$ cat config.mk
export PLATFORM = sky130hd
export DESIGN_NAME = credit_fifo
export DESIGN_NICKNAME = d
export VERILOG_FILES = /design/src/loader_pkg.sv /design/src/credit_fifo.sv
export SDC_FILE = /design/constraint.sdc
export NUM_CORES = 1
export LEC_CHECK = 0
export BUFFER_PORTS_ARGS = -buffer_cell sky130_fd_sc_hd__buf_2
export CORE_MARGIN = 8
export CORE_UTILIZATION = 41
export CTS_CLUSTER_DIAMETER = 100
export DETAILED_ROUTE_END_ITERATION = 12
export HOLD_SLACK_MARGIN = 0.15
export SETUP_SLACK_MARGIN = 0.02
export SYNTH_ARGS = -nofsm -noshare
export SYNTH_HDL_FRONTEND = slang
export SYNTH_SLANG_ARGS = --single-unit
$ cat constraint.sdc
create_clock -name clk_sys -period 2 [get_ports clk_sys]
set_clock_uncertainty 0.05 [all_clocks]
set_input_delay 0.1 -clock clk_sys [delete_from_list [all_inputs] [get_ports clk_sys]]
set_output_delay 0.1 -clock clk_sys [all_outputs]
set_load 0.005 [all_outputs]
$ cat src/loader_pkg.sv
// ------------------------------------------------
// Image loader definitions
// Tape image byte types, header layout, jump stub
// opcode and the loader FSM state encoding
// ------------------------------------------------

package loader_pkg;

	// One byte of the tape image or of memory
	typedef logic [7:0] byte_t;

	// Start address taken from the header
	typedef logic [15:0] start_addr_t;

	// Loader FSM states
	typedef enum logic [2:0] {
		IDLE,
		HEADER,
		DATA,
		ERASE_ARM,
		ERASE
	} load_state_e;

	// ------------------------------------------------
	// Header layout, bytes 0 and 4 carry nothing used
	// ------------------------------------------------
	localparam int HDR_LEN         = 5;
	localparam int HDR_ADDR_HI_POS = 1;
	localparam int HDR_ADDR_LO_POS = 2;
	localparam int HDR_STUB_HI_POS = 3;

	// Jump stub at address 0, also the protected range
	localparam byte_t JMP_OPCODE = 8'hC3;
	localparam int    STUB_LEN   = 3;

endpackage

$ cat src/credit_fifo.sv
// ------------------------------------------------
// Credit FIFO
// Buffers image bytes from the host and returns
// one credit per byte taken by the loader FSM
// ------------------------------------------------

module credit_fifo #(
	parameter int FIFO_DEPTH = 4
) (
	input  logic              clk_sys,
	input  logic              reset_key,
	input  logic              push_i,
	input  loader_pkg::byte_t push_data_i,
	input  logic              pop_i,
	output logic              valid_o,
	output loader_pkg::byte_t data_o,
	output logic              credit_o
);

	localparam int PTR_W = (FIFO_DEPTH > 1) ? $clog2(FIFO_DEPTH) : 1;
	localparam int CNT_W = $clog2(FIFO_DEPTH + 1);

	loader_pkg::byte_t mem [FIFO_DEPTH];
	logic [PTR_W-1:0]  wr_ptr;
	logic [PTR_W-1:0]  rd_ptr;
	logic [CNT_W-1:0]  count;
	logic              do_pop;

	// Pointer advance with wrap for any depth
	function automatic logic [PTR_W-1:0] ptr_next(input logic [PTR_W-1:0] ptr);
		if (ptr == PTR_W'(FIFO_DEPTH - 1)) begin
			return '0;
		end
		return ptr + 1'b1;
	endfunction

	assign valid_o = (count != '0);
	assign data_o  = mem[rd_ptr];
	assign do_pop  = pop_i && valid_o;

	always_ff @(posedge clk_sys) begin
		if (push_i) begin
			mem[wr_ptr] <= push_data_i;
		end
	end

	always_ff @(posedge clk_sys) begin
		if (reset_key) begin
			wr_ptr   <= '0;
			rd_ptr   <= '0;
			count    <= '0;
			credit_o <= 1'b0;
		end else begin
			// One credit back per byte handed to the FSM
			credit_o <= do_pop;
			if (push_i) begin
				wr_ptr <= ptr_next(wr_ptr);
			end
			if (do_pop) begin
				rd_ptr <= ptr_next(rd_ptr);
			end
			case ({push_i, do_pop})
				2'b10:   count <= count + 1'b1;
				2'b01:   count <= count - 1'b1;
				default: count <= count;
			endcase
		end
	end

	// Host sent a byte without holding a credit
	a_push_has_credit: assert property (@(posedge clk_sys) disable iff (reset_key)
		push_i |-> (count != CNT_W'(FIFO_DEPTH)))
		else $error("credit_fifo: byte pushed into a full FIFO");

endmodule

==> impl_metrics.ini <==
[yosys]
yosysWarnings = 0
ys_ff_latch = 42
synthCells = 93
synth.net_count = 112
syn-cell-area_mm2 = 0.00165
yosysSeqAreaShare_pct = 70.5
yosys.cell_types.count = 20
syn_area_per_cell_um2 = 17.7

[job]
maxCapViolCount = 0

[drt]
viasPerCell = 4.71
firstDrtPassIters = 4
antenna_left = 0
wl_per_cell_um = 15.1
drt_iter0_markers = 42
drc = 0
vias = 857
wl_um = 2750

[cells_and_area]
fin_nets = 150
antennaDiodeCount = 0
syn_to_final_growth_pct = 22.9
final_common_cell = edfxtp_1
layoutNonFillerInstCount = 182
design_area_mm2 = 0.00203
fillers = 333
final_cell_mix = edfxtp_1 (32), buf_2 (21), dlygate4sd3_1 (12)
drive_above_1_share_pct = 33.3

[power]
ir_worst_vdd_v = 0.000576
power_per_cell_area_mw_per_mm2 = 1030
leakagePower_nw = 0.746

[timing]
min_period_ps = 1940
fin_tns_setup_ps = 0
final_max_slew_viol_count = 0
rsz0062_at_grt = no
hold-worst-slack_ps = 465
finalSetupViolCount = 0
post-route-period-util_pct = 96.9
fmax_mhz = 516
relSlewSlack_pct = 69.8
worst_slew_pin_slew_ps = 453
finalHoldViolCount = 0

[hold_path]
min_path_type = reg -> reg
worstHoldPathCells = 2

[global_routing]
antenna_found_initial = 0
grt_pass1_wl_um = 4500
grt_pass1_vias = 964
grt-ovfl-total = 0
grt_max_degree = 13
groute.usage.overall_pct = 9.69

[clock_network]
root_buffer = clkbuf_8
numCtsBuffers = 5
post_cts_buffers = 0
insertion_delay_ps = 280
ctsHtreeMaxLevel = 2
clock-sinks = 42
cts_tree = yes
clock_path_buffers = 2
clk_pin_slew_ps = 70

[floorplan]
initial_core_util_pct = 41.8
num_io_pins = 22
core_region_area_mm2 = 0.00394
rows = 23
die_x_um = 79.4
die_h_um = 79.4
floorplan.die_area_mm2 = 0.00630

[critical_path]
worst_setup_path_start_kind = primary input
reg2reg_depth = 8
cp-end-kind = register
arrival_ps = 2110
cp.required_ps = 2170
crit_type = in -> reg
worst-path-max-fanout = 5
regToRegSetupSlack_ps = 120

[placement]
port_buffers = 21
post_dp_cell_area_mm2 = 0.00181
place.gp.congestion = 0.618
dp.cells = 162
dp_hpwl_um = 1920

[outcome]
outcome = complete, no violations
-- synthesized netlist by cell type --
master / count / area share [%]
mux2i_1: 2 / 1.2
inv_1: 7 / 1.6
nor2_1: 7 / 1.6
or3_2: 1 / 0.46
dfxtp_1: 10 / 12
a21oi_1: 3 / 0.91
nor3b_1: 1 / 0.46
or3_1: 2 / 0.76
edfxtp_1: 32 / 58
a21oi_2: 1 / 0.53
buf_4: 1 / 0.46
fa_1: 1 / 1.2
mux4_2: 8 / 11
o21ai_0: 1 / 0.30
ha_1: 6 / 4.6
and2_1: 4 / 1.5
o31ai_4: 1 / 1.3
xor2_1: 2 / 1.1
clkbuf_1: 2 / 0.46
nand2_1: 1 / 0.23
-- repair_timing --
| action | CTS | global route |
|---|---|---|
| endpoints found under the setup margin | 0 | 1 |
| hold endpoints to repair | 42 | 0 |
| hold buffers | 12 | 0 |
| gates resized for setup | 0 | 6 |
-- layout make-up --
type / count / area (µm²) / area share (%)
Timing Repair Buffer: 34 / 233 / 11.5
Inverter: 7 / 26.3 / 1.30
Sequential cell: 42 / 1160 / 57.5
Tap cell: 50 / 62.6 / 3.09
Clock buffer: 6 / 72.6 / 3.58
Clock inverter: 2 / 8.76 / 0.432
Multi-Input combinational cell: 41 / 458 / 22.6
-- kinds of logic (layout without fill, tap and decap cells) --
family                     count (synthesis)  in the layout  synth area share, %
DFF                                       42             42                 70.5
and+or+nand+nor                           16             16                 5.01
xor gates and xnor gates                   2              2                 1.06
muxes                                     10             10                 12.1
adders and majority gates                  7              7                 5.77
AOI/OAI and AO/OA                          6              6                 3.04
buffers and inverters                     10             49                 2.51
-- sequential cells by signal, summed over array words and instances, names as in the netlist, named ones only --
register  flops
mem          32
count         3
rd_ptr        2
wr_ptr        2
credit_o      1
-- path summary, 6_finish.rpt --
path,start,endpoint
worst max-delay path,pop_i,count[2]$_SDFFE_PP0P_
worst min-delay path,count[2]$_SDFFE_PP0P_,count[2]$_SDFFE_PP0P_
worst max register to register,count[1]$_SDFFE_PP0P_,count[2]$_SDFFE_PP0P_
worst min register to register,count[2]$_SDFFE_PP0P_,count[2]$_SDFFE_PP0P_
-- report_power, final --
| group | total [mW] | switching, mW | internal [mW] |
|---|---|---|---|
| Clock | 0.501 | 0.261 | 0.240 |
| Sequential | 1.08 | 0.0599 | 1.02 |
| Combinational | 0.506 | 0.224 | 0.282 |
| Total | 2.09 | 0.545 | 1.54 |
-- per-layer routing --
metal	wire, µm	track usage, %	vias up
li1	-	-	424
met1	1140	9.60	411
met2	1430	17.0	18
met3	135	3.83	4
met4	44	5.19	0
met5	0	0	-
-- worst max-delay path, stage by stage --
cell	delay, ps
dlygate4sd3_1	520
buf_2	120
o31ai_4	90
inv_1	100
ha_4	140
inv_1	40
fa_1	370
xor2_1	160
or3_1	310
a21oi_1	140
-- stage by stage --
step | utilization, % | setup WS, ps | total power [mW]
after global routing | 51.4 | 6.00 | 2.21
after detailed placement | 45.9 | 69.8 | 1.57
after CTS | 51.0 | 44.0 | 2.09
after global placement | 45.9 | 146 | 1.55
final | 51.4 | 61.2 | 2.09
after floorplan | - | 193 | 1.41
Power figures use the tool's default switching activity.
