==> config.mk <==
export PLATFORM = sky130hd
export DESIGN_NAME = load_timer
export DESIGN_NICKNAME = d
export VERILOG_FILES = /design/src/load_timer.sv
export SDC_FILE = /design/constraint.sdc
export NUM_CORES = 1
export LEC_CHECK = 0
export BUFFER_PORTS_ARGS = -buffer_cell sky130_fd_sc_hd__buf_2
export CAP_MARGIN = 20
export CELL_PAD_IN_SITES_DETAIL_PLACEMENT = 2
export CELL_PAD_IN_SITES_GLOBAL_PLACEMENT = 2
export CORE_MARGIN = 3
export CORE_UTILIZATION = 31
export CTS_CLUSTER_SIZE = 40
export DETAILED_ROUTE_END_ITERATION = 8
export GPL_TIMING_DRIVEN = 0
export PLACE_DENSITY_LB_ADDON = 0.1
export SETUP_SLACK_MARGIN = 0.4
export SYNTH_ARGS = -nofsm -noshare
export SYNTH_HDL_FRONTEND = slang
export SYNTH_SLANG_ARGS = --single-unit
==> constraint.sdc <==
create_clock -name clk_sys -period 1.4 [get_ports clk_sys]
set_input_delay 0.42 -clock clk_sys [delete_from_list [all_inputs] [get_ports clk_sys]]
set_output_delay 0.42 -clock clk_sys [all_outputs]
set_load 0.01 [all_outputs]
==> src/load_timer.sv <==
// ------------------------------------------------
// Loader timer
// Paces erase writes and stretches the system
// reset past the end of loader activity
// ------------------------------------------------

module load_timer #(
	parameter int ERASE_DIV  = 64,
	parameter int RESET_HOLD = 15
) (
	input  logic clk_sys,
	input  logic reset_key,
	input  logic busy_i,
	output logic erase_tick_o,
	output logic sys_reset_o
);

	localparam int DIV_W  = (ERASE_DIV > 1) ? $clog2(ERASE_DIV) : 1;
	localparam int HOLD_W = (RESET_HOLD > 0) ? $clog2(RESET_HOLD + 1) : 1;

	logic [DIV_W-1:0]  div_cnt;
	logic [HOLD_W-1:0] hold_cnt;

	// One tick every ERASE_DIV cycles
	assign erase_tick_o = (div_cnt == DIV_W'(ERASE_DIV - 1));

	always_ff @(posedge clk_sys) begin
		if (reset_key || erase_tick_o) begin
			div_cnt <= '0;
		end else begin
			div_cnt <= div_cnt + 1'b1;
		end
	end

	// ------------------------------------------------
	// Reset stretch
	// ------------------------------------------------
	always_ff @(posedge clk_sys) begin
		if (reset_key || busy_i) begin
			sys_reset_o <= 1'b1;
			hold_cnt    <= '0;
		end else if (hold_cnt != HOLD_W'(RESET_HOLD)) begin
			hold_cnt <= hold_cnt + 1'b1;
		end else begin
			sys_reset_o <= 1'b0;
		end
	end

endmodule

==> results_dict.tcl, run 1 <==
set metrics [dict create \
    r2r_slack_ns 0.18 \
    portBuffers 3 \
    initial_core_util_pct 36.3 \
    grt_max_degree 10 \
    path_class "reg -> out" \
    setup_slack_ns -0.0832 \
    cts_tree "done" \
    placementRows 12 \
    p_leak_uw 0.000251 \
    synthesis.instances 48 \
    drv_slew 0 \
    vdd_drop_max_mv 0.620 \
    required_ns 0.98 \
    grt_use_total_pct 18.6 \
    coreArea_sq_um 1220 \
    dp_hpwl_um 820 \
    setup_violations 1 \
    vias_per_cell 5.45 \
    yosysSeqAreaShare_pct 49.9 \
    cts_buffers 3 \
    post-place-ws_ns 0.145 \
    critPathLaunchType "flip-flop" \
    antenna_cells 0 \
    cp-end-kind "primary output" \
    num-nets-final 69 \
    hold_viol_final 0 \
    drc_errors 0 \
    worstMarginPinSlew_ns 0.302 \
    htree_num_levels 1 \
    area_growth_pct 71.4 \
    grt_first_pass_wirelength_um 2320 \
    relSlewSlack_pct 79.8 \
    max_freq_mhz 674 \
    grt-ovfl-total 0 \
    wl_per_cell_um 22.3 \
    r2r-end "div_cnt[1]" \
    grt_pass1_vias 445 \
    grt_setup_unrepaired "yes" \
    failed_checks "negative setup slack" \
    crit_fanout 2 \
    ios 5 \
    crit_path_start "div_cnt[0]" \
    r2r_start "div_cnt[0]" \
    clock_latency_ns 0.29 \
    via_count 420 \
    clk_pin_slew_worst_paths_ns 0.08 \
    die_height_um 43.7 \
    drt_iter0_drc 7 \
    syn_area_sq_um 442 \
    period_needed_ns 1.48 \
    syn_area_per_cell_sq_um 9.20 \
    crit_end "erase_tick_o" \
    clock_sinks 11 \
    synth_seq_cells 11 \
    clockBufferDepth 2 \
    skew_ns 0.0169 \
    rr_worst_depth 6 \
    drive_gt1_share_pct 68.3 \
    syn_nets 53 \
    die_w_um 43.7 \
    postRouteAntennaNets 0 \
    hp-class "in -> reg" \
    first_pass_iters 4 \
    power_uw 653 \
    cp.arrival_ns 1.06 \
    ys_types 18 \
    cts_hold_buf 0 \
    antenna_found_initial 0 \
    status "complete, but fails checks" \
    final_util_pct 62.2 \
    p_per_area_nw_per_um2 863 \
    dieArea_sq_um 1910 \
    max_cap_viol_count 0 \
    place.gp.congestion 0.670 \
    min_period_over_period_pct 106 \
    yosys_warnings 0 \
    wl_um 1720 \
    clockRootBuffer "clkbuf_4" \
]
[how the worst min path moves through the flow]
stage | startpoint | to | depth (start not counted)
floorplan | div_cnt[0] | div_cnt[0] | 1
global placement | div_cnt[0] | div_cnt[0] | 1
detailed placement | div_cnt[0] | div_cnt[0] | 1
CTS | busy_i | hold_cnt[3] | 2
global route | busy_i | hold_cnt[3] | 2
finish | busy_i | hold_cnt[3] | 2
[layout by cell type (no fill, tap or decap), types with 2 or more instances in the layout]
cell,n
buf_6,5
dfxtp_4,3
nor2_1,5
nand3_4,3
nor2_4,2
clkbuf_4,3
nand2_1,3
nor2_2,2
dfxtp_2,5
ha_4,2
nand3_1,2
buf_4,5
dfxtp_1,3
xor2_1,2
nor3_2,2
[worst max-delay path, cell delays in order (launching register included)]
cell,delay (ns)
dfxtp_4,0.36
ha_4,0.15
nand3_4,0.08
nor2_4,0.09
buf_6,0.10
[per-stage QoR]
stage | instances | TNS (ns) | instance area (sq um) | hold WS [ns]
2_1_floorplan | 48 | 0 | 509 | 0.432
3_3_place_gp | 65 | 0 | 542 | 0.438
3_5_place_dp | 65 | 0 | 542 | 0.449
4_1_cts | 75 | -0.0683 | 652 | 0.380
5_1_grt | 77 | -0.137 | 757 | 0.432
6_report | 77 | -0.0832 | 757 | 0.424
[routing by layer]
layer	vias up	global-route usage (%)	share of wire, %
met2	8	30.5	47
met1	209	19.2	47
met5	-	0	0
met3	5	9.96	4.0
met4	0	9.04	2.7
li1	198	-	-
[synthesized netlist by cell type]
master     instances  area, sq um
dfxtp_1           11          220
nor2_1             9         33.8
nand3_1            5         25.0
nand2_1            4         15.0
a31oi_1            2         12.5
ha_1               2         25.0
nor3_1             2         10.0
xnor2_1            2         17.5
xor2_1             2         17.5
a2111oi_0          1         8.76
a211o_1            1         8.76
clkbuf_1           1         3.75
inv_1              1         3.75
mux2i_1            1         10.0
nand3_2            1         10.0
nor4_1             1         6.26
o21bai_1           1         7.51
or3_1              1         6.26
[final cells by class]
class                      count  area, sq um
inverter                       1         3.75
timing repair buffer          11         98.8
sequential                    11          238
tap                           14         17.5
fill                         104          459
buffer                         1         5.00
clock buffer                   4         26.3
multi-input combinational     35          368
[registers in the layout (all words and copies together) (netlist names)]
| name | flops |
|---|---|
| div_cnt | 6 |
| hold_cnt | 4 |
| sys_reset_o | 1 |
[logic make-up (layout without fill, tap and decap cells)]
kind of cell / after synthesis / in the layout / synth area share, %
AND/OR/NAND/NOR: 23 / 23 / 24.1
flip-flops: 11 / 11 / 49.9
AO/OA/AOI/OAI: 5 / 5 / 8.50
XOR/XNOR: 4 / 4 / 7.93
adder cells (fa/ha/maj): 2 / 2 / 5.66
buffers and inverters: 2 / 17 / 1.70
multiplexers: 1 / 1 / 2.27
[timing repair]
action,4_1_cts,5_1_grt
pin swaps,7,5
resized for setup,12,17
hold endpoints to repair,0,0
setup buffers,6,2
setup endpoints to repair,10,13
[power by group]
part	internal (uW)	leakage, uW	switching [uW]
combinational	39.5	0.000143	41.7
sequential	325	0.0000929	21.0
clock	111	0.0000150	115
Power figures use the tool's default switching activity.
==> run 2: changes to the inputs <==
- CORE_MARGIN: 3 -> not set
==> run 2 against run 1 <==
Effect of this change:
- the run still ends with negative setup slack left
- design area is 1.5% higher
- non-clock buffer count is 3 higher
- critical path depth unchanged
- register-to-register slack got worse by 0.03 ns
- die area shrank 17%
- clock skew decreased by 0.015 ns
- routed wire length down 16%
- hold slack lost 0.0097 ns
- total power shrank 0.41%
- clock power decreased by 3%
- first-iteration DRC count fell by 71%
- critical endpoint unchanged
==> results_dict.tcl, run 2 (synthesis results as in run 1) <==
set metrics [dict create \
    first_pass_iters 4 \
    path_buf_inv 1 \
    p_per_area_nw_per_um2 847 \
    dieArea_sq_um 1580 \
    postRouteAntennaNets 0 \
    clk_pin_slew_worst_paths_ns 0.07 \
    hold_start "busy_i" \
    place.gp.congestion 0.596 \
    tns_ns -0.0791 \
    grtUsageMet2_pct 32.8 \
    wl_per_cell_um 17.9 \
    use_met3_pct 10.2 \
    r2r-end "div_cnt[5]" \
    die_w_um 39.7 \
    ios 5 \
    cts_tree "done" \
    grt_pass1_vias 450 \
    placementRows 13 \
    path_class "reg -> out" \
    clockRootBuffer "clkbuf_4" \
    whs_endpoint "hold_cnt[0]" \
    max_cap_viol_count 0 \
    grt_util_met1_pct 20.8 \
    skew_ns 0.00139 \
    largest_reg_flops 6 \
    cp-end-kind "primary output" \
    grt_first_pass_wirelength_um 1900 \
    p_leak_uw 0.000275 \
    largest_register "div_cnt" \
    drive_gt1_share_pct 66.7 \
    grt-ovfl-total 0 \
    status "complete, but fails checks" \
    worstMarginPinSlew_ns 0.274 \
    coreArea_sq_um 1320 \
    required_ns 0.98 \
    drc_errors 0 \
    grt_setup_unrepaired "yes" \
    cp.arrival_ns 1.06 \
    grt_use_total_pct 18.7 \
    failed_checks "negative setup slack" \
    clock_sinks 11 \
    crit_path_cell_trace "ha_4 -> nand3_4 -> nor2_4 -> buf_6" \
    r2r_slack_ns 0.15 \
    gr-max-usage-layer "met2" \
    htree_num_levels 1 \
    area_growth_pct 73.9 \
    die_height_um 39.7 \
    num-nets-final 72 \
    final_cell_mix "buf_4 (7), nor2_1 (6), dfxtp_2 (6), buf_6 (6)" \
    setup_slack_ns -0.0791 \
    vias_per_cell 5.19 \
    antenna_found_initial 0 \
    max_stage_delay_ns 0.36 \
    hp-class "in -> reg" \
    crit_family "flip-flops" \
    hold_viol_final 0 \
    initial_core_util_pct 33.5 \
    max_freq_mhz 676 \
    slowest_stage "dfxtp_2" \
    crit_fanout 2 \
    r2r_start "div_cnt[0]" \
    fillers 124 \
    period_needed_ns 1.48 \
    drv_slew 0 \
    wl_um 1450 \
    setup_violations 1 \
    critPathLaunchType "flip-flop" \
    vdd_drop_max_mv 0.465 \
    final_util_pct 58.3 \
    clockBufferDepth 2 \
    cts_buffers 3 \
    final_common_cell "buf_4" \
    relSlewSlack_pct 81.6 \
    min_period_over_period_pct 106 \
    dp_hpwl_um 789 \
    reg.largest.list "div_cnt x6, hold_cnt x4, sys_reset_o x1" \
    portBuffers 3 \
    grt_max_degree 10 \
    clock_latency_ns 0.27 \
    rr_worst_depth 5 \
    via_count 420 \
    hold_depth 2 \
    antenna_cells 0 \
    drt_iter0_drc 2 \
]
[run 2: worst register-to-register path, stage by stage, from the launching register on]
cell	delay, ns
dfxtp_2	0.36
buf_4	0.11
buf_4	0.10
nand3_2	0.11
or3_1	0.36
a31oi_1	0.14
[run 2: power by group]
part / leakage [uW] / internal, uW / switching, uW
sequential: 0.0000926 / 325 / 19.8
combinational: 0.000164 / 48.5 / 37.3
clock: 0.0000177 / 106 / 114
[run 2: worst max-delay path by stage]
stage | from | end | slack [ns] | cells past startpoint
after global placement | div_cnt[0] | erase_tick_o | 0.17 | 4
after detailed placement | div_cnt[0] | erase_tick_o | 0.15 | 4
after global routing | div_cnt[0] | erase_tick_o | -0.14 | 4
after CTS | div_cnt[0] | erase_tick_o | -0.08 | 4
final | div_cnt[0] | erase_tick_o | -0.08 | 4
after floorplan | div_cnt[0] | erase_tick_o | 0.28 | 3
[run 2: final cells by class]
class	instances	area, sq um	share of cell area [%]
inverters	1	3.75	0.489
clock buffers	3	22.5	2.93
repair buffers	14	125	16.3
multi-input cells	35	353	45.9
clock inverters	1	5.00	0.651
well taps	15	18.8	2.44
flip-flops and latches	11	235	30.6
plain buffers	1	5.00	0.651
[run 2: what timing repair did]
action / 4_1_cts / 5_1_grt
pin swaps: 7 / 7
hold buffers: 0 / 0
endpoints found under the hold margin: 0 / 0
setup endpoints to repair: 11 / 11
buffers inserted: 6 / 5
gates resized for setup: 13 / 13
[run 2: routing by layer]
metal,routed length (um),up-vias,part of all wire [%]
li1,-,211,-
met1,627,203,43
met2,768,6,53
met3,50,0,3.5
met4,0,0,0
met5,0,-,0
[run 2: per-stage QoR]
stage | worst slack [ns] | instances | area [sq um] | total power, uW | hold slack [ns]
6_report | -0.0791 | 81 | 768 | 651 | 0.414
5_1_grt | -0.136 | 81 | 768 | 684 | 0.396
4_1_cts | -0.0821 | 76 | 663 | 630 | 0.383
3_5_place_dp | 0.150 | 66 | 543 | 396 | 0.448
3_3_place_gp | 0.173 | 66 | 543 | 390 | 0.438
2_1_floorplan | 0.278 | 48 | 509 | 382 | 0.432
==> run 3: changes to the inputs <==
==> constraint.sdc (replaced) <==
create_clock -name clk_sys -period 1.4 [get_ports clk_sys]
set_input_delay 0.07 -clock clk_sys [delete_from_list [all_inputs] [get_ports clk_sys]]
set_output_delay 0.07 -clock clk_sys [all_outputs]
set_load 0.01 [all_outputs]
==> run 3 against run 2 <==
Effect of this change:
- the run now ends clean
- clock-buffer cell count grew 1
- first-iteration DRC count fell by 100%
- critical path depth unchanged
- non-clock buffer count is 4 lower
- core utilization decreased by 8.2 points
- register-to-register slack gained 0.12 ns
- clock skew grew 0.00077 ns
- critical endpoint unchanged
==> results_dict.tcl, run 3 (synthesis results as in run 1) <==
set metrics [dict create \
    cts_buffers 3 \
    final_util_pct 50.1 \
    cts_tree "done" \
    largest_reg_flops 6 \
    num-nets-final 68 \
    die_height_um 39.7 \
    antenna_found_initial 0 \
    die_w_um 39.7 \
    dieArea_sq_um 1580 \
    relSlewSlack_pct 67.7 \
    max_freq_mhz 862 \
    crit_path_cell_trace "ha_4 -> nand3_2 -> nor2_1 -> buf_2" \
    grt_max_degree 10 \
    min_period_over_period_pct 82.9 \
    clk_pin_slew_worst_paths_ns 0.07 \
    final_cell_mix "nor2_1 (7), dfxtp_1 (5), buf_4 (4)" \
    clock_latency_ns 0.27 \
    hold_viol_final 0 \
    worstMarginPinSlew_ns 0.484 \
    r2r_slack_ns 0.27 \
    max_cap_viol_count 0 \
    grt_first_pass_wirelength_um 1930 \
    cts_hold_buf 0 \
    reg.largest.list "div_cnt x6, hold_cnt x4, sys_reset_o x1" \
    dp_hpwl_um 782 \
    power_uw 631 \
    wl_per_cell_um 16.8 \
    path_class "reg -> out" \
    crit_family "flip-flops" \
    grt_use_total_pct 20.2 \
    initial_core_util_pct 33.5 \
    postRouteAntennaNets 0 \
    whs_ns 0.0455 \
    placementRows 13 \
    clock_sinks 11 \
    largest_register "div_cnt" \
    critPathLaunchType "flip-flop" \
    max_stage_delay_ns 0.36 \
    clockRootBuffer "clkbuf_4" \
    hp-class "in -> reg" \
    first_pass_iters 1 \
    grt_setup_unrepaired "yes" \
    drive_gt1_share_pct 51.6 \
    via_count 409 \
    wl_um 1300 \
    vdd_drop_max_mv 0.465 \
    clockBufferDepth 2 \
    status "finished, final reports clean" \
    cp-end-kind "primary output" \
    p_per_area_nw_per_um2 955 \
    path_buf_inv 1 \
    setup_violations 0 \
    crit_fanout 2 \
    tns_ns 0 \
    place.gp.congestion 0.724 \
    ios 5 \
    antenna_cells 0 \
    final_common_cell "nor2_1" \
    grt-ovfl-total 0 \
    skew_ns 0.00216 \
    coreArea_sq_um 1320 \
    fillers 139 \
    area_growth_pct 49.6 \
    p_leak_uw 0.000237 \
    vias_per_cell 5.31 \
    grt_pass1_vias 435 \
    drc_errors 0 \
    cp.arrival_ns 1.09 \
    required_ns 1.33 \
    drt_iter0_drc 0 \
    slowest_stage "dfxtp_4" \
    portBuffers 3 \
    period_needed_ns 1.16 \
    htree_num_levels 1 \
    drv_slew 0 \
]
==> run 3: cell count changes in the layout (fill, tap and decap cells not counted), moves of 2 or more <==
| cell | before | now |
|---|---|---|
| clkbuf_1 | 0 | 2 |
| buf_6 | 6 | 3 |
| dfxtp_1 | 3 | 5 |
| nor2_4 | 2 | 0 |
| buf_2 | 1 | 3 |
| nand3_4 | 3 | 1 |
| buf_4 | 7 | 4 |
| dfxtp_2 | 6 | 3 |
==> run 3: path summary, 6_finish.rpt <==
check,start,end,cells after the start
max,div_cnt[0],erase_tick_o,4
max reg2reg,div_cnt[0],div_cnt[5],4
min reg2reg,sys_reset_o,sys_reset_o,1
min,busy_i,hold_cnt[0],2
==> run 3: area by class of cell <==
| class | count | area [sq um] | area share, % |
|---|---|---|---|
| flip-flops and latches | 11 | 235 | 35.6 |
| well taps | 15 | 18.8 | 2.84 |
| repair buffers | 10 | 78.8 | 11.9 |
| multi-input cells | 35 | 294 | 44.5 |
| plain buffers | 1 | 3.75 | 0.568 |
| inverters | 1 | 3.75 | 0.568 |
| clock buffers | 4 | 26.3 | 3.98 |
==> run 3: through the flow <==
| step | area, sq um | std cells | setup WS [ns] |
|---|---|---|---|
| floorplan | 485 | 48 | 0.407 |
| global placement | 519 | 66 | 0.360 |
| detailed placement | 519 | 66 | 0.268 |
| CTS | 631 | 77 | 0.264 |
| global route | 661 | 77 | 0.188 |
| finish | 661 | 77 | 0.239 |
==> run 3: routing by layer <==
layer,share of wire (%),vias to the layer above,global-route usage [%]
li1,-,199,-
met1,41,199,20.6
met2,54,7,35.7
met3,2.5,4,5.11
met4,2.0,0,12.9
met5,0,-,0
==> run 3: timing repair <==
action | CTS | global route
endpoints found under the hold margin | 0 | 0
gates resized for setup | 9 | 8
pin swaps | 6 | 7
endpoints found under the setup margin | 9 | 12
setup buffers | 7 | 0
==> run 3: where the power goes <==
part	internal, uW	switching [uW]	leakage [uW]
logic	35.6	31.6	0.000129
clock network	110	112	0.0000150
registers	325	16.5	0.0000929
total	471	160	0.000237
