File: src/loader_pkg.sv
// ------------------------------------------------
// Image loader definitions
// Tape image byte types, header layout, jump stub
// opcode and the loader FSM state encoding
// ------------------------------------------------

package loader_pkg;

	// One byte of the tape image or of memory
	typedef logic [7:0] byte_t;

	// Start address taken from the header
	typedef logic [15:0] start_addr_t;

	// Loader FSM states
	typedef enum logic [2:0] {
		IDLE,
		HEADER,
		DATA,
		ERASE_ARM,
		ERASE
	} load_state_e;

	// ------------------------------------------------
	// Header layout, bytes 0 and 4 carry nothing used
	// ------------------------------------------------
	localparam int HDR_LEN         = 5;
	localparam int HDR_ADDR_HI_POS = 1;
	localparam int HDR_ADDR_LO_POS = 2;
	localparam int HDR_STUB_HI_POS = 3;

	// Jump stub at address 0, also the protected range
	localparam byte_t JMP_OPCODE = 8'hC3;
	localparam int    STUB_LEN   = 3;

endpackage

File: src/mem_pkg.sv
// ------------------------------------------------
// Memory port definitions
// Address type and write request shared by the
// loader FSM, the image RAM and the top level
// ------------------------------------------------

package mem_pkg;

	// Full CPU address, the RAM uses the low bits
	typedef logic [15:0] mem_addr_t;

	// One write request per cycle
	typedef struct packed {
		logic              en;
		mem_addr_t         addr;
		loader_pkg::byte_t data;
	} mem_wr_t;

endpackage

File: src/load_fsm.sv
// ------------------------------------------------
// Image loader FSM
// Parses the tape header, writes the jump stub and
// the data bytes, then zero-fills the rest of the
// memory one address per erase tick
// ------------------------------------------------

module load_fsm #(
	parameter int ADDR_W = 16
) (
	input  logic              clk_sys,
	input  logic              reset_key,
	input  logic              dl_active_i,
	input  logic              byte_valid_i,
	input  loader_pkg::byte_t byte_i,
	output logic              pop_o,
	input  logic              erase_tick_i,
	output logic              busy_o,
	output mem_pkg::mem_wr_t  wr_o
);

	loader_pkg::load_state_e state;
	logic [2:0]              hdr_cnt;
	loader_pkg::start_addr_t start_addr;
	mem_pkg::mem_addr_t      data_addr;

	logic [ADDR_W-1:0] erase_addr;
	logic [ADDR_W-1:0] erase_next;
	logic [ADDR_W-1:0] erase_after;
	logic [ADDR_W-1:0] start_wrap;
	logic              erase_done;

	// Registered write port that also holds the last written address
	logic               wr_en;
	mem_pkg::mem_addr_t wr_addr;
	loader_pkg::byte_t  wr_data;
	logic               wr_en_d;
	mem_pkg::mem_addr_t wr_addr_d;
	loader_pkg::byte_t  wr_data_d;

	assign pop_o  = ((state == loader_pkg::HEADER) || (state == loader_pkg::DATA)) &&
		byte_valid_i;
	assign busy_o = (state != loader_pkg::IDLE);
	assign wr_o   = '{en: wr_en, addr: wr_addr, data: wr_data};

	// Erase walks upward with wrap and stops short of the start address
	assign start_wrap  = start_addr[ADDR_W-1:0];
	assign erase_next  = erase_addr + 1'b1;
	assign erase_after = erase_next + 1'b1;
	assign erase_done  = (erase_next == start_wrap) || (erase_after == start_wrap);

	// ------------------------------------------------
	// Next write request
	// ------------------------------------------------
	always_comb begin
		wr_en_d   = 1'b0;
		wr_addr_d = wr_addr;
		wr_data_d = wr_data;
		case (state)
			loader_pkg::HEADER: begin
				if (pop_o) begin
					case (hdr_cnt)
						3'(loader_pkg::HDR_ADDR_HI_POS): begin
							wr_en_d   = 1'b1;
							wr_addr_d = 16'd0;
							wr_data_d = loader_pkg::JMP_OPCODE;
						end
						3'(loader_pkg::HDR_ADDR_LO_POS): begin
							wr_en_d   = 1'b1;
							wr_addr_d = 16'd1;
							wr_data_d = byte_i;
						end
						3'(loader_pkg::HDR_STUB_HI_POS): begin
							wr_en_d   = 1'b1;
							wr_addr_d = 16'd2;
							wr_data_d = start_addr[15:8];
						end
						default: ;
					endcase
				end
			end
			loader_pkg::DATA: begin
				if (pop_o) begin
					wr_en_d   = 1'b1;
					wr_addr_d = data_addr;
					wr_data_d = byte_i;
				end
			end
			loader_pkg::ERASE: begin
				// Stub bytes are never cleared
				if (erase_tick_i && (erase_next != start_wrap) &&
					(erase_next >= ADDR_W'(loader_pkg::STUB_LEN))) begin
					wr_en_d   = 1'b1;
					wr_addr_d = mem_pkg::mem_addr_t'(erase_next);
					wr_data_d = '0;
				end
			end
			default: ;
		endcase
	end

	// ------------------------------------------------
	// State and write control
	// ------------------------------------------------
	always_ff @(posedge clk_sys) begin
		if (reset_key) begin
			state   <= loader_pkg::IDLE;
			hdr_cnt <= '0;
			wr_en   <= 1'b0;
			wr_addr <= '0;
		end else begin
			wr_en   <= wr_en_d;
			wr_addr <= wr_addr_d;
			case (state)
				loader_pkg::IDLE: begin
					hdr_cnt <= '0;
					if (dl_active_i) begin
						state <= loader_pkg::HEADER;
					end
				end
				loader_pkg::HEADER: begin
					if (pop_o) begin
						hdr_cnt <= hdr_cnt + 1'b1;
						if (hdr_cnt == 3'(loader_pkg::HDR_LEN - 1)) begin
							state <= loader_pkg::DATA;
						end
					end else if (!dl_active_i) begin
						state <= loader_pkg::ERASE_ARM;
					end
				end
				loader_pkg::DATA: begin
					if (!pop_o && !dl_active_i) begin
						state <= loader_pkg::ERASE_ARM;
					end
				end
				loader_pkg::ERASE_ARM: state <= loader_pkg::ERASE;
				loader_pkg::ERASE: begin
					if (erase_tick_i && erase_done) begin
						state <= loader_pkg::IDLE;
					end
				end
				default: state <= loader_pkg::IDLE;
			endcase
		end
	end

	// Start address, data pointer and erase pointer
	always_ff @(posedge clk_sys) begin
		wr_data <= wr_data_d;
		if (state == loader_pkg::HEADER && pop_o) begin
			if (hdr_cnt == 3'(loader_pkg::HDR_ADDR_HI_POS)) begin
				start_addr[15:8] <= byte_i;
			end
			if (hdr_cnt == 3'(loader_pkg::HDR_ADDR_LO_POS)) begin
				start_addr[7:0] <= byte_i;
			end
			if (hdr_cnt == 3'(loader_pkg::HDR_LEN - 1)) begin
				data_addr <= start_addr;
			end
		end
		if (state == loader_pkg::DATA && pop_o) begin
			data_addr <= data_addr + 1'b1;
		end
		if (state == loader_pkg::ERASE_ARM) begin
			erase_addr <= wr_addr[ADDR_W-1:0];
		end
		if (state == loader_pkg::ERASE && erase_tick_i) begin
			erase_addr <= erase_next;
		end
	end

	// No write issued while erasing lands in the stub as the RAM decodes it
	a_erase_skips_stub: assert property (@(posedge clk_sys) disable iff (reset_key)
		(state == loader_pkg::ERASE) |=>
		(!wr_en || (wr_addr[ADDR_W-1:0] >= ADDR_W'(loader_pkg::STUB_LEN))))
		else $error("load_fsm: erase write into the jump stub");

endmodule

File: config.mk
export PLATFORM = sky130hd
export DESIGN_NAME = load_fsm
export DESIGN_NICKNAME = d
export VERILOG_FILES = /design/src/loader_pkg.sv /design/src/mem_pkg.sv /design/src/load_fsm.sv
export SDC_FILE = /design/constraint.sdc
export NUM_CORES = 1
export LEC_CHECK = 0
export ABC_AREA = 1
export BUFFER_PORTS_ARGS = -buffer_cell sky130_fd_sc_hd__buf_4
export CAP_MARGIN = 20
export CORE_MARGIN = 2
export CORE_UTILIZATION = 32
export CTS_CLUSTER_DIAMETER = 60
export DETAILED_ROUTE_END_ITERATION = 7
export MAX_ROUTING_LAYER = met4
export PLACE_DENSITY_LB_ADDON = 0.1
export REMOVE_ABC_BUFFERS = 1
export SLEW_MARGIN = 20
export SYNTH_ARGS = -nofsm -noshare
export SYNTH_HDL_FRONTEND = slang
export SYNTH_SLANG_ARGS = --single-unit
File: constraint.sdc
create_clock -name clk_sys -period 2.66 [get_ports clk_sys]
set_clock_uncertainty 0.1 [all_clocks]
set_input_delay 0.399 -clock clk_sys [delete_from_list [all_inputs] [get_ports clk_sys]]
set_output_delay 0.399 -clock clk_sys [all_outputs]
set_load 0.01 [all_outputs]
==> results of run 1 <==
==> how the worst max path moves through the flow <==
stage          slack [ps]  cells past startpoint            to
2_1_floorplan        -390                      6  data_addr[0]
3_3_place_gp          -90                     16    wr_addr[4]
3_5_place_dp         -150                     20      state[0]
4_1_cts               0.1                     21      state[0]
5_1_grt              -190                     22      state[0]
6_report               40                     14    wr_data[2]
==> layer usage <==
layer / wire length [um] / vias up
met5: 0 / -
met3: 746 / 25
met1: 8150 / 2363
met4: 435 / 0
li1: - / 2485
met2: 8080 / 103
==> power groups by stage <==
stage | clock [mW] | sequential [mW] | combinational, mW
detailed placement | 0 | 1.93 | 2.17
finish | 1.27 | 1.92 | 2.40
floorplan | 0 | 1.97 | 1.14
CTS | 1.29 | 1.91 | 2.26
global placement | 0 | 1.93 | 2.15
global route | 1.33 | 1.95 | 2.67
==> cell type report <==
class	instances	share of cell area, %
multi-input cells	497	41.6
repair buffers	110	12.7
flip-flops and latches	79	31.7
clock buffers	10	3.39
inverters	100	5.74
clock inverters	6	0.907
well taps	216	4.00
==> timing repair <==
item	CTS	global route
cloned	1	0
pin swaps	6	35
setup endpoints to repair	27	30
endpoints found under the hold margin	0	0
setup buffers	1	17
gates resized for setup	14	90
==> layout by cell type, fill, tap and decap left out, types with 3 or more instances in the layout <==
cell type and count:
inv_1 86, nand3_1 46, ha_1 5, o221ai_1 4, a21oi_2 3, o21ai_0 43, xor2_1 5, nor2_2 16
nor2_1 75, nor3_2 6, a21oi_1 7, o21ai_2 3, nand3_4 3, dfxtp_1 23, nand2_4 8, edfxtp_1 56
nand2_2 34, inv_4 3, buf_4 106, nor3_1 4, inv_2 10, o21ai_1 15, o22ai_1 16, nand2_1 150
nand3_2 8, clkbuf_16 9, nand4_1 13, nor2_4 8
==> sequential cells by signal, indices dropped and copies added, names as in the netlist <==
register and flops:
data_addr 16, erase_addr 16, hdr_cnt 3, start_addr 16, state 3, wr_addr 16
wr_data 8, wr_en 1
==> cells by family (layout without fill, tap and decap cells) <==
logic type      count (synthesis)  count (layout)  share of synthesized area [%]
simple gates                  378             379                           33.7
buf+inv                       114             226                           8.96
compound gates                102             102                           11.7
fa+ha+maj                       8               8                           1.97
xor+xnor                        8               8                           1.38
flops                          79              79                           42.3
==> through the flow <==
| step | total power [mW] | util, % | worst slack (ps) |
|---|---|---|---|
| 2_1_floorplan | 3.12 | - | -386 |
| 3_3_place_gp | 4.08 | 38.1 | -91.4 |
| 3_5_place_dp | 4.10 | 38.1 | -153 |
| 4_1_cts | 5.46 | 40.4 | 0.0950 |
| 5_1_grt | 5.95 | 43.2 | -189 |
| 6_report | 5.59 | 43.2 | 37.3 |
==> worst register-to-register path, stage by stage (launching register included) <==
cell and delay [ps]:
edfxtp_1 340, buf_4 120, ha_4 160, nand3_4 140, inv_4 120, nand2_2 70
o21bai_2 120, nand2_2 120, buf_4 160, nand4_1 140, nor3_2 70, a31oi_2 170
nand2_2 120, a21boi_4 200, buf_6 180
==> metrics.txt, run 1 <==
Area after DPL 5970 sq um; initial antenna violation count 0; Detailed Place HPWL 13.3 mm; Worst Hold Endpoint start_addr[14]; RSZ-0062 raised after global routing yes; switching pwr 2.21 mW; Hold Buf Count CTS 0; MaxCap Viol Count 0; Port Buffers 39; Logic pwr share 43.0%; CTS tree yes; initial drt markers 313; die height 130 um; Buf/Inv on CP 4; sw frac 39.5%; Final #Nets 818; drt drc 0; Core Box Area 15700 sq um; die footprint 16900 sq um; Via density 4.89; worst reg2reg path depth 14; fraction of registers with async set/reset 0%; I/O Pins 40; total negative slack 0 ps; relative slew slack 50.5%; final hold violations 0; worst hold-check path type input port to register; CP Launch Type register; Max stage delay on crit path 340 ps; # rows 46; DRT Wirelength 17.4 mm; Critical Path End Type register; CP Max Fanout 9; DR vias 4976; register area 2140 sq um; layout cells sized above 1 30.2%; Finished Layout Cells 1018; Chip Width 130 um; final hold slack 143 ps; part of the power in registers 34.3%; Worst Tran Pin Value 742 ps; grt met3 use 4.02%; DR WL/cell 17.1 um; vias in the first global route 4730; Area contributors post-synth edfxtp_1, nand2_1, dfxtp_1; most frequent cell after synthesis nand2_1; drt first pass iters 5; post-synthesis cell type count 44; Routability Congestion 0.956; CP Cell Sequence buf_4 -> ha_4 -> nand3_4 -> inv_4 -> nand2_2 -> o21bai_2 -> nand2_2 -> buf_4 -> nand4_1 -> nor3_2 -> a31oi_2 -> nand2_2 -> a21boi_4 -> buf_6; CP max stage cell edfxtp_1; CP Class register to register; Clock Latency Late Sink 360 ps; Reg-to-Reg End wr_data[2]; M2 GR Usage 33.5%; hold depth 1; Post-DRT Antenna Nets 0; grt met1 use 28.7%; Peak supply drop 456 uV; pin count of the biggest net entering global routing 22; Layout fillers 1658; leakage 2.94 nW; Pint 3.38 mW; top cells by count, synth nand2_1, inv_1, nor2_1; global route hottest layer met2; htree depth 3; placed cells 983; Remaining Overflow, GRT 0; Synth Flop Type edfxtp_1; # diodes 0; Period Utilization, post-route 98.6%; final instance area 6760 sq um; Pwr Density 826 nW/um^2; start point of the critical path erase_addr[1]; Clock Path Buffers 2; area grow syn2layout 33.4%; Final min period 2620 ps; Worst-path clk slew 60 ps; HP Start byte_i[6]; Largest delay share family, worst path simple AND/OR/NAND/NOR gates; cell mode on critical path nand2_2; Required @ worst endpoint 2630 ps; Avg Inst Size Synth 7.36 sq um; Initial Util 32.4%; reg2reg setup slack 40 ps; number of synthesized flops with an enable pin 56; reg2reg start erase_addr[1]; CP Data Arrival Time 2590 ps; status finished clean; CTS Buf Count 9; footprint of the multi-input gates 2810 sq um; Max Fclk 381 MHz; CTS root buf clkbuf_16; GRT Util Overall 21.9%; Synth Register Bits 79; clock power share 22.7%; Synth Cell Area 5070 sq um; post-synth top area cell edfxtp_1; sequential-to-total area share from yosys stat 42.3%; top cell type's share of synthesized area 33.2%; global-route wire length before repair 26.3 mm; CTS sink cnt 79; final setup vio count 0; Mapped Cells 689; synth warn 0; Pins Over Slew Limit 0
(Power assumes the default switching activity.)
==> inputs of run 2 (changes only) <==
--- a/config.mk
+++ b/config.mk
@@ -5,7 +5,6 @@
 export SDC_FILE = /design/constraint.sdc
 export NUM_CORES = 1
 export LEC_CHECK = 0
-export ABC_AREA = 1
 export BUFFER_PORTS_ARGS = -buffer_cell sky130_fd_sc_hd__buf_4
 export CAP_MARGIN = 20
 export CORE_MARGIN = 2
==> run 2 against run 1 <==
The run now ends with negative setup slack left; hold slack improved by 13 ps; non-clock buffer count rose by 33; sequential power fell by 24%; sequential share of layout area barely moved; total power fell by 40%; first-iteration DRC count rose by 6.4%; global-route usage fell by 1.7 points; flip-flop and latch count did not move; die area fell by 0.41%; setup slack got worse by 300 ps; via count fell by 9.1%; critical path type unchanged.
==> metrics.txt, run 2 <==
Via density 5.23 (was 4.89); post-route setup slack -262 ps (was 37.3 ps); CTS Buf Count 9 (unchanged); met3 WL post-DR 558 um (was 746 um); Logic pwr share 18.6% (was 43.0%); Post-Route M1 WL 7.75 mm (was 8.15 mm); Layout fillers 1551 (was 1658); Largest delay share family, worst path simple AND/OR/NAND/NOR gates (unchanged); sequential-to-total area share from yosys stat 42.4% (was 42.3%); Critical Path End Type register (unchanged); Initial Util 33.0% (was 32.4%); CP Cell Sequence ha_2 -> buf_4 -> xnor2_2 -> nor3_2 -> nand3_1 -> a211o_1 -> or4_1 -> or4_1 -> a32oi_1 -> a21oi_1 (was buf_4 -> ha_4 -> nand3_4 -> inv_4 -> nand2_2 -> o21bai_2 -> nand2_2 -> buf_4 -> nand4_1 -> nor3_2 -> a31oi_2 -> nand2_2 -> a21boi_4 -> buf_6); Required @ worst endpoint 2780 ps (was 2630 ps); Period Utilization, post-route 110% (was 98.6%); Final Power 3.37 mW (was 5.59 mW); CP Data Arrival Time 3040 ps (was 2590 ps); clock power share 37.9% (was 22.7%); Detailed Place HPWL 12.2 mm (was 13.3 mm); Clock Latency Late Sink 350 ps (was 360 ps); CP max stage cell or4_1 (was edfxtp_1); area grow syn2layout 33.8% (was 33.4%); layout cells sized above 1 32.3% (was 30.2%); # diodes 0 (unchanged); pin count of the biggest net entering global routing 27 (was 22); I/O Pins 40 (unchanged); htree depth 3 (unchanged); worst hold-check path type input port to register (unchanged); die height 130 um (about the same); Area after DPL 6190 sq um (was 5970 sq um); Avg Inst Size Synth 9.52 sq um (was 7.36 sq um); Peak supply drop 347 uV (was 456 uV); Pint 2.45 mW (was 3.38 mW); switching pwr 921 uW (was 2.21 mW); most frequent cells in the layout buf_4, nor2_1, edfxtp_1 (was nand2_1, buf_4, inv_1); most common cell after layout, fill and taps aside buf_4 (was nand2_1); sw frac 27.4% (was 39.5%); DR WL/cell 18.6 um (was 17.1 um); top cell type's share of synthesized area 33.3% (was 33.2%); global-route wire length before repair 24.8 mm (was 26.3 mm); Pwr Density 499 nW/um^2 (was 826 nW/um^2); post-synthesis cell type count 67 (was 44); Area contributors post-synth edfxtp_1, dfxtp_1, xnor2_1 (was edfxtp_1, nand2_1, dfxtp_1); CTS sink cnt 79 (unchanged); DR top layer met4 (unchanged); Buf/Inv on CP 1 (was 4); die footprint 16800 sq um (was 16900 sq um); most frequent cell after synthesis nor2_1 (was nand2_1); Remaining Overflow, GRT 0 (unchanged); drt drc 0 (unchanged); drt first pass iters 5 (unchanged); Core Box Area 15300 sq um (was 15700 sq um); pre-CTS WS -405 ps (was -153 ps); relative slew slack 57.7% (was 50.5%); leakage 2.48 nW (was 2.94 nW); post-synth top area cell edfxtp_1 (unchanged); CTS root buf clkbuf_16 (unchanged); placed cells 846 (was 983); number of synthesized flops with an enable pin 56 (unchanged); CP Max Fanout 6 (was 9); part of the power in registers 43.5% (was 34.3%); Port Buffers 39 (unchanged); Chip Width 130 um (about the same); Synth Register Bits 79 (unchanged); Worst-path clk slew 60 ps (about the same); final instance area 6750 sq um (was 6760 sq um); fraction of registers with async set/reset 0% (unchanged); cell mode on critical path or4_1 (was nand2_2); Synth Flop Type edfxtp_1 (unchanged); final setup vio count 25 (was 0); Max Fclk 342 MHz (was 381 MHz); initial drt markers 333 (was 313); Finished Layout Cells 864 (was 1018); Clock Path Buffers 2 (unchanged); initial antenna violation count 0 (unchanged); Final min period 2920 ps (was 2620 ps); Final Util 44.1% (was 43.2%); CP Launch Type register (unchanged); Mapped Cells 530 (was 689); # rows 45 (was 46); RSZ-0062 raised after global routing yes (unchanged); synth warn 0 (unchanged); CP Class register to register (unchanged); failing checks negative setup slack; DR vias 4522 (was 4976); WL met2 7.41 mm (was 8.08 mm); CTS tree yes (unchanged); MaxCap Viol Count 0 (unchanged); status complete, but fails checks (was finished clean); Pins Over Slew Limit 0 (unchanged); final hold violations 0 (unchanged); Synth Cell Area 5050 sq um (was 5070 sq um); DRT Wirelength 16.1 mm (was 17.4 mm); Final #Nets 669 (was 818); Routability Congestion 0.853 (was 0.956); top cells by count, synth nor2_1, edfxtp_1, a21oi_1 (was nand2_1, inv_1, nor2_1); vias in the first global route 4409 (was 4730); Post-DRT Antenna Nets 0 (unchanged); Max stage delay on crit path 490 ps (was 340 ps); GRT Util Overall 20.3% (was 21.9%); Worst Tran Pin Value 628 ps (was 742 ps)
==> run 2: cell type report <==
class | instances | area [sq um] | area share (%)
clock inverters | 5 | 56.3 | 0.834
repair buffers | 143 | 1090 | 16.1
well taps | 211 | 264 | 3.91
clock buffers | 11 | 243 | 3.60
flip-flops and latches | 79 | 2140 | 31.7
multi-input cells | 401 | 2910 | 43.0
inverters | 14 | 52.6 | 0.778
==> run 2: final timing paths <==
check,cells after the start,end,start,slack [ps]
setup / recovery,10,state[2],erase_addr[1],-260
hold / removal,1,start_addr[11],byte_i[3],160
setup reg to reg,10,state[2],erase_addr[1],-260
hold reg to reg,2,hdr_cnt[0],hdr_cnt[0],460
==> run 2: power groups by stage <==
stage	combinational (mW)	clock, mW	sequential, mW
after floorplan	0.282	0	1.50
after global placement	0.567	0	1.49
after detailed placement	0.572	0	1.49
after CTS	0.584	1.31	1.46
after global routing	0.679	1.36	1.47
final	0.626	1.28	1.46
==> run 2: kinds of logic after synthesis <==
family / Yosys count / share of synthesized area [%]
xor+xnor: 59 / 11.4
buf+inv: 50 / 4.71
flops: 79 / 42.4
mux: 6 / 1.29
compound gates: 137 / 18.3
fa+ha+maj: 8 / 1.98
simple gates: 191 / 19.9
==> run 2: metal layers <==
layer  GRT usage [%]  up-vias
met3            2.27       32
met1            27.6     2171
met4            7.59        0
met5               -        -
li1                -     2201
met2            31.1      118
==> run 2: per-stage QoR <==
step,hold WS (ps),TNS (ps)
after floorplan,371,-26390
after global placement,450,-5860
after detailed placement,467,-7240
after CTS,146,-5380
after global routing,143,-8330
final,157,-5490
==> run 2: timing repair <==
item,4_1_cts,5_1_grt
endpoints found under the setup margin,26,26
setup buffers,1,1
pin swaps,6,6
hold buffers,0,0
resized for setup,19,25
cloned,0,0
==> inputs of run 3 (changes only) <==
--- a/config.mk
+++ b/config.mk
@@ -13,6 +13,7 @@
 export DETAILED_ROUTE_END_ITERATION = 7
 export MAX_ROUTING_LAYER = met4
 export PLACE_DENSITY_LB_ADDON = 0.1
+export RECOVER_POWER = 50
 export REMOVE_ABC_BUFFERS = 1
 export SLEW_MARGIN = 20
 export SYNTH_ARGS = -nofsm -noshare
==> run 3 against run 2 <==
The flow still finishes with violations (negative setup slack); die area stayed put; maximum frequency hardly changed; total power is 1.1% lower; critical path depth is 1 lower; register-to-register slack hardly changed; sequential power hardly changed; count of clock-buffer cells in the layout stayed put; setup slack hardly changed; flip-flop and latch count stayed put; critical path type unchanged; largest power group unchanged.
==> metrics.txt, run 3 (synthesis gave the netlist of run 2 again) <==
status complete, but fails checks (unchanged); failing checks negative setup slack (unchanged); reg2reg start erase_addr[1] (unchanged); CP max stage cell or4_4 (was or4_1); post-route setup slack -263 ps (was -262 ps); most common cell after layout, fill and taps aside buf_4 (unchanged); Worst Tran Pin Value 1100 ps (was 628 ps); CTS Buf Count 9 (unchanged); Via density 5.22 (was 5.23); M2 GR Usage 31.1% (unchanged); CP Data Arrival Time 3080 ps (was 3040 ps); sw frac 27.7% (was 27.4%); Hold Buf Count CTS 0 (unchanged); hold depth 1 (unchanged); DR WL/cell 18.7 um (was 18.6 um); Required @ worst endpoint 2820 ps (was 2780 ps); initial drt markers 317 (was 333); Detailed Place HPWL 12.2 mm (unchanged); CP Max Fanout 6 (unchanged); Clock Latency Late Sink 350 ps (about the same); Initial Util 33.0% (unchanged); Pint 2.41 mW (was 2.45 mW); HP Start byte_i[0] (was byte_i[3]); GRT Util Overall 20.3% (unchanged); worst reg2reg path depth 9 (was 10); vias in the first global route 4409 (unchanged); MaxCap Viol Count 0 (unchanged); cell mode on critical path or4_4 (was or4_1); Remaining Overflow, GRT 0 (unchanged); Final min period 2920 ps (about the same); worst hold-check path type input port to register (unchanged); DR vias 4510 (was 4522); pre-CTS WS -405 ps (unchanged); CP Depth 9 (was 10); Pins Over Slew Limit 0 (unchanged); RSZ-0062 raised after global routing yes (unchanged); I/O Pins 40 (unchanged); Worst-path clk slew 60 ps (about the same); area grow syn2layout 31.0% (was 33.8%); Max Fclk 342 MHz (about the same); htree depth 3 (unchanged); Final Power 3.33 mW (was 3.37 mW); Logic pwr share 17.6% (was 18.6%); initial antenna violation count 0 (unchanged); final setup vio count 26 (was 25); Buf/Inv on CP 1 (unchanged); drt first pass iters 5 (unchanged); start point of the critical path erase_addr[1] (unchanged); grt met3 use 2.27% (unchanged); # rows 45 (unchanged); CP Class register to register (unchanged); CTS root buf clkbuf_16 (unchanged); Pwr Density 504 nW/um^2 (was 499 nW/um^2); Port Buffers 39 (unchanged); clock power share 38.5% (was 37.9%); Critical Path End Type register (unchanged); switching pwr 923 uW (was 921 uW); CTS tree yes (unchanged); die footprint 16800 sq um (unchanged); die height 130 um (unchanged); Routability Congestion 0.853 (unchanged); Final #Nets 669 (unchanged); # diodes 0 (unchanged); Core Box Area 15300 sq um (unchanged); Clock Path Buffers 2 (unchanged); Largest delay share family, worst path simple AND/OR/NAND/NOR gates (unchanged); part of the power in registers 44.0% (was 43.5%); DRT Wirelength 16.1 mm (about the same); pin count of the biggest net entering global routing 27 (unchanged); Chip Width 130 um (unchanged); grt met1 use 27.6% (unchanged); global-route wire length before repair 24.8 mm (unchanged); CP Cell Sequence ha_2 -> nand3_1 -> or4_4 -> xor2_2 -> nand2_1 -> or4_4 -> a31o_1 -> buf_4 -> a211oi_1 (was ha_2 -> buf_4 -> xnor2_2 -> nor3_2 -> nand3_1 -> a211o_1 -> or4_1 -> or4_1 -> a32oi_1 -> a21oi_1); final hold slack 220 ps (was 157 ps); final hold violations 0 (unchanged); total negative slack -5710 ps (was -5490 ps); Final Util 43.2% (was 44.1%); drt drc 0 (unchanged); Period Utilization, post-route 110% (about the same); CP Launch Type register (unchanged); Max stage delay on crit path 590 ps (was 490 ps); leakage 2.34 nW (was 2.48 nW); most frequent cells in the layout buf_4, nor2_1, edfxtp_1 (unchanged); Layout fillers 1572 (was 1551); global route hottest layer met2 (unchanged); Peak supply drop 347 uV (about the same); CTS sink cnt 79 (unchanged); layout cells sized above 1 26.8% (was 32.3%); relative slew slack 27.0% (was 57.7%); Post-DRT Antenna Nets 0 (unchanged)
## run 3: cell count changes in the layout (fill, tap and decap cells not counted)
cell      change
buf_4        -36
clkbuf_1     +35
clkbuf_2      +1
xor2_1        +1
xor2_2        -1
## run 3: worst reg2reg max path: cells and delay by family (launching register included)
kind,cells,cell delay [ps]
flops,1,370
fa+ha+maj,1,220
compound gates,2,470
simple gates,4,1330
xor+xnor,1,170
buf+inv,1,180
## run 3: power by group through the flow
| stage | Sequential, mW | Combinational [mW] | Clock (mW) |
|---|---|---|---|
| floorplan | 1.50 | 0.282 | 0 |
| CTS | 1.46 | 0.584 | 1.31 |
| global route | 1.47 | 0.638 | 1.36 |
| global placement | 1.49 | 0.567 | 0 |
| detailed placement | 1.49 | 0.572 | 0 |
| finish | 1.46 | 0.586 | 1.28 |
## run 3: final timing paths
kind	endpoint	slack (ps)
max	wr_addr[14]	-260
min	start_addr[0]	220
max reg2reg	wr_addr[14]	-260
min reg2reg	hdr_cnt[0]	460
## run 3: metrics by stage
| step | cell area [sq um] | cells |
|---|---|---|
| global placement | 6190 | 846 |
| detailed placement | 6190 | 846 |
| floorplan | 4860 | 494 |
| CTS | 6590 | 863 |
| finish | 6610 | 864 |
| global route | 6610 | 864 |
## run 3: what timing repair did
| item | CTS | global route |
|---|---|---|
| buffers inserted | 1 | 1 |
| pin swaps | 6 | 6 |
| gates resized for setup | 19 | 25 |
| setup endpoints to repair | 26 | 26 |
## run 3: cell type report
type                    count  area [sq um]  area share [%]
repair buffers            143           955            14.4
clock buffers              11           243            3.67
multi-input cells         401          2900            43.8
well taps                 211           264            3.99
flip-flops and latches     79          2140            32.4
inverters                  14          52.6           0.795
clock inverters             5          56.3           0.852
## run 3: routing by layer
metal  part of all wire [%]  routed length (um)
met3                    4.1                 665
met4                    2.3                 365
met2                     46                7410
met1                     48                7680
met5                      0                   0
